### config.mk
export PLATFORM = sky130hd
export DESIGN_NAME = atr_top
export DESIGN_NICKNAME = d
export VERILOG_FILES = /design/src/hdl/atr_pkg.sv /design/src/hdl/atr_top.sv /design/src/hdl/atr_sequencer.sv /design/src/hdl/atr_settle_timer.sv /design/src/hdl/atr_regs.sv
export VERILOG_INCLUDE_DIRS = /design/src /design/src/hdl
export SDC_FILE = /design/constraint.sdc
export NUM_CORES = 1
export LEC_CHECK = 0
export BUFFER_PORTS_ARGS = -buffer_cell sky130_fd_sc_hd__buf_2
export CAP_MARGIN = 20
export CORE_UTILIZATION = 35
export CTS_CLUSTER_DIAMETER = 80
export DETAILED_ROUTE_END_ITERATION = 8
export PLACE_DENSITY = 0.51
export SYNTH_ARGS = -nofsm -noshare
export SYNTH_HDL_FRONTEND = slang
export SYNTH_SLANG_ARGS = --single-unit
### constraint.sdc
create_clock -name clk_i -period 3.8 [get_ports clk_i]
set_input_delay 0.38 -clock clk_i [delete_from_list [all_inputs] [get_ports clk_i]]
set_output_delay 0.38 -clock clk_i [all_outputs]
set_load 0.02 [all_outputs]
### src/hdl/atr_defs.svh
/*
  Sizing constants for the ATR switch.
  The table holds 32-bit patterns written over a 16-bit bus, so one word
  takes two bus halves. Words 0 to 3 are the mode patterns, word 4 holds
  the settle delay in its lower half. The remaining words are plain storage.
  The bus address is 6 bits wide, which limits the table to 16 words.
*/
`ifndef ATR_DEFS_SVH
`define ATR_DEFS_SVH

// Number of 32-bit words in the pattern table
`define ATR_TABLE_DEPTH 16

// Width of the daughterboard control lines
`define ATR_LINE_W 32

// Width of bus data, one half of a table word
`define ATR_BUS_W 16

// Word holding the settle delay (lower half, in clock cycles)
`define ATR_DELAY_ADR 4

`endif
### src/hdl/atr_pkg.sv
/*
  Shared types for the ATR switch.
  The mode encoding doubles as the table index of the active pattern,
  so the enum values must stay 0 to 3 in this order.
  The bus request struct carries one cycle of bus inputs, no response.
*/
`default_nettype none
`include "atr_defs.svh"

package atr_pkg;

   // One control-line pattern, a full table word
   typedef logic [`ATR_LINE_W-1:0] atr_line_t;

   // Bus data, one half of a table word
   typedef logic [`ATR_BUS_W-1:0] atr_bus_data_t;

   // Table word index
   typedef logic [$clog2(`ATR_TABLE_DEPTH)-1:0] atr_word_adr_t;

   // Settle count in clock cycles
   typedef logic [`ATR_BUS_W-1:0] atr_delay_t;

   // Mode from the run levels, {run_rx, run_tx}
   typedef enum logic [1:0] {
      ATR_IDLE = 2'd0,
      ATR_TX   = 2'd1,
      ATR_RX   = 2'd2,
      ATR_FDX  = 2'd3
   } atr_mode_e;

   // One bus request as seen on a clock edge
   typedef struct packed {
      logic [5:0]    adr;
      logic [1:0]    sel;
      atr_bus_data_t dat;
      logic          we;
      logic          stb;
      logic          cyc;
   } atr_bus_req_t;

   // Sequencer status, active mode plus settle flag
   typedef struct packed {
      atr_mode_e mode;
      logic      settling;
   } atr_seq_status_t;

endpackage

`default_nettype wire

### src/hdl/atr_top.sv
/*
  ATR switch top level.
  Plain strobe bus, 16-bit data, ack is a one-cycle pulse per access.
  ctrl_lines_o follows the table word of the active mode combinationally.
  busy_o is high while a mode change waits out the settle delay.
  The pattern table is not reset, so software loads it before enabling runs.
*/
`timescale 1ns/1ps
`default_nettype none

module atr_top
   import atr_pkg::*;
(
   input  wire                clk_i,
   input  wire                rst_i,
   input  wire [5:0]          adr_i,
   input  wire [1:0]          sel_i,
   input  wire atr_bus_data_t dat_i,
   input  wire                we_i,
   input  wire                stb_i,
   input  wire                cyc_i,
   output atr_bus_data_t      dat_o,
   output logic               ack_o,
   input  wire                run_rx_i,
   input  wire                run_tx_i,
   output atr_line_t          ctrl_lines_o,
   output logic               busy_o
);

   atr_bus_req_t    bus_req;
   atr_seq_status_t seq_status;
   atr_delay_t      settle_delay;
   logic            timer_load;
   logic            timer_expired;

   // Bundle the bus inputs for the register bank
   assign bus_req = '{adr: adr_i, sel: sel_i, dat: dat_i,
                      we: we_i, stb: stb_i, cyc: cyc_i};

   atr_regs atr_regs_inst (
      .clk_i          (clk_i),
      .rst_i          (rst_i),
      .bus_i          (bus_req),
      .dat_o          (dat_o),
      .ack_o          (ack_o),
      .mode_i         (seq_status.mode),
      .ctrl_lines_o   (ctrl_lines_o),
      .settle_delay_o (settle_delay)
   );

   // Timer reloads with the delay register on every new target
   atr_settle_timer atr_settle_timer_inst (
      .clk_i        (clk_i),
      .rst_i        (rst_i),
      .load_i       (timer_load),
      .load_value_i (settle_delay),
      .expired_o    (timer_expired)
   );

   atr_sequencer atr_sequencer_inst (
      .clk_i          (clk_i),
      .rst_i          (rst_i),
      .run_rx_i       (run_rx_i),
      .run_tx_i       (run_tx_i),
      .settle_delay_i (settle_delay),
      .expired_i      (timer_expired),
      .timer_load_o   (timer_load),
      .status_o       (seq_status)
   );

   assign busy_o = seq_status.settling;

endmodule

`default_nettype wire

### src/hdl/atr_sequencer.sv
/*
  Mode sequencer.
  The run levels are sampled on every edge with no synchronizer, so they
  must come from the same clock domain.
  With a zero delay a new request takes over on the sampling edge. Otherwise
  the old mode holds while the settle timer runs, and the target commits on
  the edge after expired_i. A new target restarts the timer, and a return
  to the active mode cancels settling.
*/
`timescale 1ns/1ps
`default_nettype none

module atr_sequencer
   import atr_pkg::*;
(
   input  wire             clk_i,
   input  wire             rst_i,
   input  wire             run_rx_i,
   input  wire             run_tx_i,
   input  wire atr_delay_t settle_delay_i,
   input  wire             expired_i,
   output logic            timer_load_o,
   output atr_seq_status_t status_o
);

   atr_mode_e req_mode;
   atr_mode_e mode_q;
   atr_mode_e target_q;
   logic      settling_q;
   logic      delay_zero;
   logic      new_target;

   // Requested mode straight from the run levels
   assign req_mode = atr_mode_e'({run_rx_i, run_tx_i});

   assign delay_zero = (settle_delay_i == '0);

   // Request differs from both the active mode and any pending target
   assign new_target = (req_mode != mode_q) && (!settling_q || (req_mode != target_q));

   // Start or restart the timer toward a fresh target
   assign timer_load_o = new_target && !delay_zero;

   always_ff @(posedge clk_i)
   begin
      if (rst_i)
      begin
         mode_q     <= ATR_IDLE;
         target_q   <= ATR_IDLE;
         settling_q <= 1'b0;
      end
      else if (req_mode == mode_q)
      begin
         // Back at the active mode, drop any pending change
         settling_q <= 1'b0;
         target_q   <= mode_q;
      end
      else if (delay_zero)
      begin
         // No settle time, switch on this edge
         mode_q     <= req_mode;
         target_q   <= req_mode;
         settling_q <= 1'b0;
      end
      else if (new_target)
      begin
         settling_q <= 1'b1;
         target_q   <= req_mode;
      end
      else if (expired_i)
      begin
         // Settle time done, commit the target
         mode_q     <= target_q;
         settling_q <= 1'b0;
      end
   end

   assign status_o = '{mode: mode_q, settling: settling_q};

   // A pending target is always a real change
   settle_target_a : assert property (@(posedge clk_i) disable iff (rst_i)
      settling_q |-> (target_q != mode_q));

   // A stale timer pulse after a cancel does not move the mode
   stale_expired_a : assert property (@(posedge clk_i) disable iff (rst_i)
      (expired_i && !settling_q && !delay_zero) |=> (mode_q == $past(mode_q)));

endmodule

`default_nettype wire

### src/hdl/atr_settle_timer.sv
/*
  Settle down-counter.
  A load starts or restarts the count. With a load value D the expired
  pulse comes D cycles after the load edge and lasts one cycle.
  A load of zero stops the counter without a pulse.
*/
`timescale 1ns/1ps
`default_nettype none

module atr_settle_timer
   import atr_pkg::*;
(
   input  wire             clk_i,
   input  wire             rst_i,
   input  wire             load_i,
   input  wire atr_delay_t load_value_i,
   output logic            expired_o
);

   atr_delay_t count_q;
   logic       running_q;

   always_ff @(posedge clk_i)
   begin
      if (rst_i)
      begin
         count_q   <= '0;
         running_q <= 1'b0;
         expired_o <= 1'b0;
      end
      else if (load_i)
      begin
         // Restart, even mid count
         count_q   <= load_value_i;
         running_q <= (load_value_i != '0);
         expired_o <= 1'b0;
      end
      else if (running_q)
      begin
         count_q <= count_q - atr_delay_t'(1);
         // Last step, stop and flag
         if (count_q == atr_delay_t'(1))
         begin
            running_q <= 1'b0;
            expired_o <= 1'b1;
         end
         else
            expired_o <= 1'b0;
      end
      else
         expired_o <= 1'b0;
   end

   // The pulse only ever ends a run
   expired_after_run_a : assert property (@(posedge clk_i) disable iff (rst_i)
      expired_o |-> $past(running_q));

endmodule

`default_nettype wire

### src/hdl/atr_regs.sv
/*
  Bus slave and pattern table.
  Writes land on the edge where we, stb and cyc are all high, one byte lane
  per sel bit. Read data and ack follow one cycle later; read data is the
  half word as it was before a write on the same edge.
  The table has no reset, so words must be written before use.
  ctrl_lines_o is a combinational read of the word picked by mode_i.
*/
`timescale 1ns/1ps
`default_nettype none
`include "atr_defs.svh"

module atr_regs
   import atr_pkg::*;
(
   input  wire             clk_i,
   input  wire             rst_i,
   input  wire atr_bus_req_t bus_i,
   output atr_bus_data_t   dat_o,
   output logic            ack_o,
   input  wire atr_mode_e  mode_i,
   output atr_line_t       ctrl_lines_o,
   output atr_delay_t      settle_delay_o
);

   // Byte lanes in a table word and in a bus half
   localparam int LINE_LANES = `ATR_LINE_W / 8;
   localparam int BUS_LANES  = `ATR_BUS_W / 8;

   atr_line_t              table_q [`ATR_TABLE_DEPTH];
   atr_word_adr_t          word_adr;
   logic                   upper_half;
   logic                   wr_en;
   logic                   rd_req;
   logic [LINE_LANES-1:0]  lane_en;

   // Address bits 5:2 pick the word, bit 1 the half
   assign word_adr   = bus_i.adr[5:2];
   assign upper_half = bus_i.adr[1];

   assign wr_en  = bus_i.we & bus_i.stb & bus_i.cyc;

   // New access only when the previous ack is not still out
   assign rd_req = bus_i.stb & bus_i.cyc & ~ack_o;

   // Move the two bus lanes onto the addressed half
   assign lane_en = upper_half ? {bus_i.sel, {BUS_LANES{1'b0}}}
                               : {{BUS_LANES{1'b0}}, bus_i.sel};

   // Table write, lane b of the word takes bus byte b mod 2
   always_ff @(posedge clk_i)
   begin
      if (wr_en)
      begin
         for (int b = 0; b < LINE_LANES; b++)
         begin
            if (lane_en[b])
               table_q[word_adr][b*8 +: 8] <= bus_i.dat[(b % BUS_LANES)*8 +: 8];
         end
      end
   end

   // Ack pulse, never two cycles in a row
   always_ff @(posedge clk_i)
   begin
      if (rst_i)
         ack_o <= 1'b0;
      else
         ack_o <= rd_req;
   end

   // Read-back half, captured with the ack
   always_ff @(posedge clk_i)
   begin
      if (rd_req)
      begin
         if (upper_half)
            dat_o <= table_q[word_adr][`ATR_BUS_W +: `ATR_BUS_W];
         else
            dat_o <= table_q[word_adr][`ATR_BUS_W-1:0];
      end
   end

   // Control side, the active mode indexes words 0 to 3
   assign ctrl_lines_o = table_q[atr_word_adr_t'(mode_i)];

   // Delay word exports its lower half only
   assign settle_delay_o = table_q[`ATR_DELAY_ADR][`ATR_BUS_W-1:0];

   // A held request gets an ack on alternate cycles
   ack_pulse_a : assert property (@(posedge clk_i) disable iff (rst_i)
      ack_o |=> !ack_o);

endmodule

`default_nettype wire

==> metrics.yaml <==
setup_path:
  endpoint_kind: "output pin"
  worstPathRequired_ps: 3420
  path_max_fanout: 13
  path_class: "reg -> out"
  critPathLaunchType: "register"
  worstPathArrival_ps: 2500
placement:
  place_inst: 1957
  place_area_sq_um: 24010
  place_hpwl_mm: 33.92
  gp_congestion: 0.7354
  place.port_buffers: 79
detailed_routing:
  drt_iter0_markers: 960
  dr.pass1.iters: 5
  wl_mm: 53.96
  via_per_inst: 5.236
  drc_errors: 0
  antenna_left: 0
  vias: 10817
  wire_per_inst_um: 26.12
global_route:
  antenna_found_initial: 1
  grt_start_max_net_pins: 77
  globalRouteTotalUtil_pct: 16.99
  grt_pass1_vias: 11226
  grt_pass1_wl_mm: 78.05
  grt-ovfl-total: 0
clock_tree:
  htreeDepth: 2
  cts-root-buf: "clkbuf_16"
  cts_sinks: 554
  cts_setup_buffers: 0
  cts_hold_buf: 0
  clock_latency_ps: 620
  numCtsBuffers: 58
  cts.clk_slew.worst_paths_ps: 60
  clock_path_buffers: 3
  cts_tree: "built"
  cts_resized: 0
power_and_ir_drop:
  p_leak_nw: 8.062
  p_total_mw: 12.90
  p_sw_mw: 2.695
  ir_drop_uv: 349.3
  clock_power_share_pct: 42.7
  power-per-cell-area_nw_per_um2: 498.5
  seq_power_share_pct: 52.4
  p_int_mw: 10.20
  p_sw_share_pct: 20.89
  power_frac_comb_pct: 5.0
floorplanning:
  io-pin-count: 81
  core.rowCount: 92
  core_sq_um: 62970
  start_util_pct: 35.40
  die_w_um: 254.4
  dieHeight_um: 254.4
  dieArea_sq_um: 64710
finish:
  multi_input_area_sq_um: 5640
  layout-drive-gt1-share_pct: 35.77
  fin_cells: 2066
  final_net_count: 1207
  final_area_sq_um: 25880
  mostFrequentLayoutCells: "528 x edfxtp_1, 192 x mux4_2, 77 x buf_2"
  fillCellCount: 5577
  area_delta_synth_final_pct: 16.07
  seq_area_sq_um: 16380
  final_common_cell: "edfxtp_1"
sta:
  hold_violations: 0
  relSlewSlack_pct: 25.04
  holdWs_ps: 72.83
  rsz0062_at_grt: "no"
  worstMarginPinSlew_ps: 1124
  min_period_ps: 2876
  maxSlewViolCount: 0
  finalClockSkew_ps: 20.48
  clock.fmax_mhz: 347.7
  setup_violations: 0
  period_share_pct: 75.68
  final.setup.tns_ps: 0
min_path:
  hp-class: "in -> reg"
synthesis:
  syn-cell-area_sq_um: 22290
  synth.avg_cell_area_sq_um: 21.66
  synth-edff-count: 528
  yosysWarnings: 0
  seq_area_frac_synth_pct: 73.46
  synth.net_count: 1062
  ys.flop_type: "edfxtp_1"
  ys_ff_latch: 554
  synth_async_sr_flop_share_pct: 0
  syn_inst: 1029
  synth_cell_type_count: 42
run_status:
  status: "complete, no violations"
flow_run:
  drv_cap: 0
area by class of cell:
| type | instances | area share [%] |
|---|---|---|
| tap | 846 | 4.091 |
| clock buffer | 83 | 6.093 |
| timing repair buffer | 144 | 3.651 |
| antenna | 1 | 0.009671 |
| multi-input combinational | 410 | 21.80 |
| inverter | 6 | 0.08704 |
| clock inverter | 22 | 0.9767 |
| sequential | 554 | 63.29 |
Yosys cell counts, types with 2 or more instances:
| cell type | n | area [sq um] |
|---|---|---|
| a211oi_1 | 7 | 52.55 |
| a21oi_1 | 8 | 40.04 |
| a221oi_1 | 2 | 17.52 |
| a311oi_1 | 3 | 26.28 |
| and3_1 | 2 | 12.51 |
| and4_1 | 2 | 17.52 |
| buf_1 | 13 | 48.80 |
| buf_2 | 2 | 10.01 |
| buf_4 | 6 | 45.04 |
| clkbuf_1 | 36 | 135.1 |
| dfxtp_1 | 26 | 520.5 |
| edfxtp_1 | 528 | 15860 |
| ha_1 | 2 | 25.02 |
| inv_1 | 6 | 22.52 |
| mux2_2 | 16 | 180.2 |
| mux4_2 | 192 | 4324 |
| nand2_1 | 15 | 56.30 |
| nand3_1 | 9 | 45.04 |
| nand4_1 | 2 | 12.51 |
| nor2_1 | 72 | 270.3 |
| nor2b_1 | 7 | 43.79 |
| nor3_1 | 15 | 75.07 |
| nor4_1 | 11 | 68.82 |
| o21ai_0 | 3 | 15.01 |
| o31ai_1 | 8 | 60.06 |
| or2_2 | 2 | 12.51 |
| or3_1 | 3 | 18.77 |
| or4_4 | 3 | 33.78 |
| xnor2_1 | 10 | 87.58 |
| xor2_1 | 6 | 52.55 |
metal layers:
metal	routed length, um	share of wire, %	GRT usage [%]
met1	24280	45	24.23
met2	25910	48	26.94
met3	2735	5.1	2.848
met4	1024	1.9	4.682
met5	13	0.024	0
worst max-delay path: stages, from the launching register on:
cell     delay [ps]
dfxtp_2         650
buf_4           420
mux4_2          600
buf_2           190
state kept, by name (all words and copies together), names as in the netlist, 2 cells and up, named ones only:
register	count
atr_regs_inst.table_q	512
atr_regs_inst.dat_o	16
atr_settle_timer_inst.count_q	16
atr_sequencer_inst.mode_q	2
atr_sequencer_inst.target_q	2
worst paths after layout:
path / from / end / slack [ps] / depth (start not counted)
worst min register to register: atr_sequencer_inst.mode_q[0] / register / 500 / 2
worst max register to register: atr_regs_inst.table_q[4][13] / atr_settle_timer_inst.expired_o / 1350 / 4
worst max-delay path: register / ctrl_lines_o[31] / 920 / 3
worst min-delay path: run_rx_i / atr_sequencer_inst.target_q[1] / 70 / 2
through the flow:
stage / utilization [%] / setup slack [ps]
2_1_floorplan: - / 1214
3_3_place_gp: 38.12 / 716.8
3_5_place_dp: 38.14 / 684.3
4_1_cts: 41.04 / 779.0
5_1_grt: 41.09 / 737.9
6_report: 41.10 / 924.3
power by group through the flow:
stage | Clock [mW] | Sequential, mW | Combinational, mW
after floorplan | 0 | 6.89 | 0.385
after global placement | 0 | 6.88 | 0.645
after detailed placement | 0 | 6.88 | 0.654
after CTS | 5.64 | 6.75 | 0.656
after global routing | 5.84 | 6.76 | 0.688
final | 5.50 | 6.75 | 0.639
kinds of logic after synthesis:
group,after synthesis,share of synthesized area [%]
adder cells (fa/ha/maj),2,0.1122
multiplexers,208,20.21
AO/OA/AOI/OAI,35,1.100
XOR/XNOR,16,0.6286
flip-flops,554,73.46
buffers and inverters,65,1.285
AND/OR/NAND/NOR,149,3.210
(Power assumes the default switching activity.)
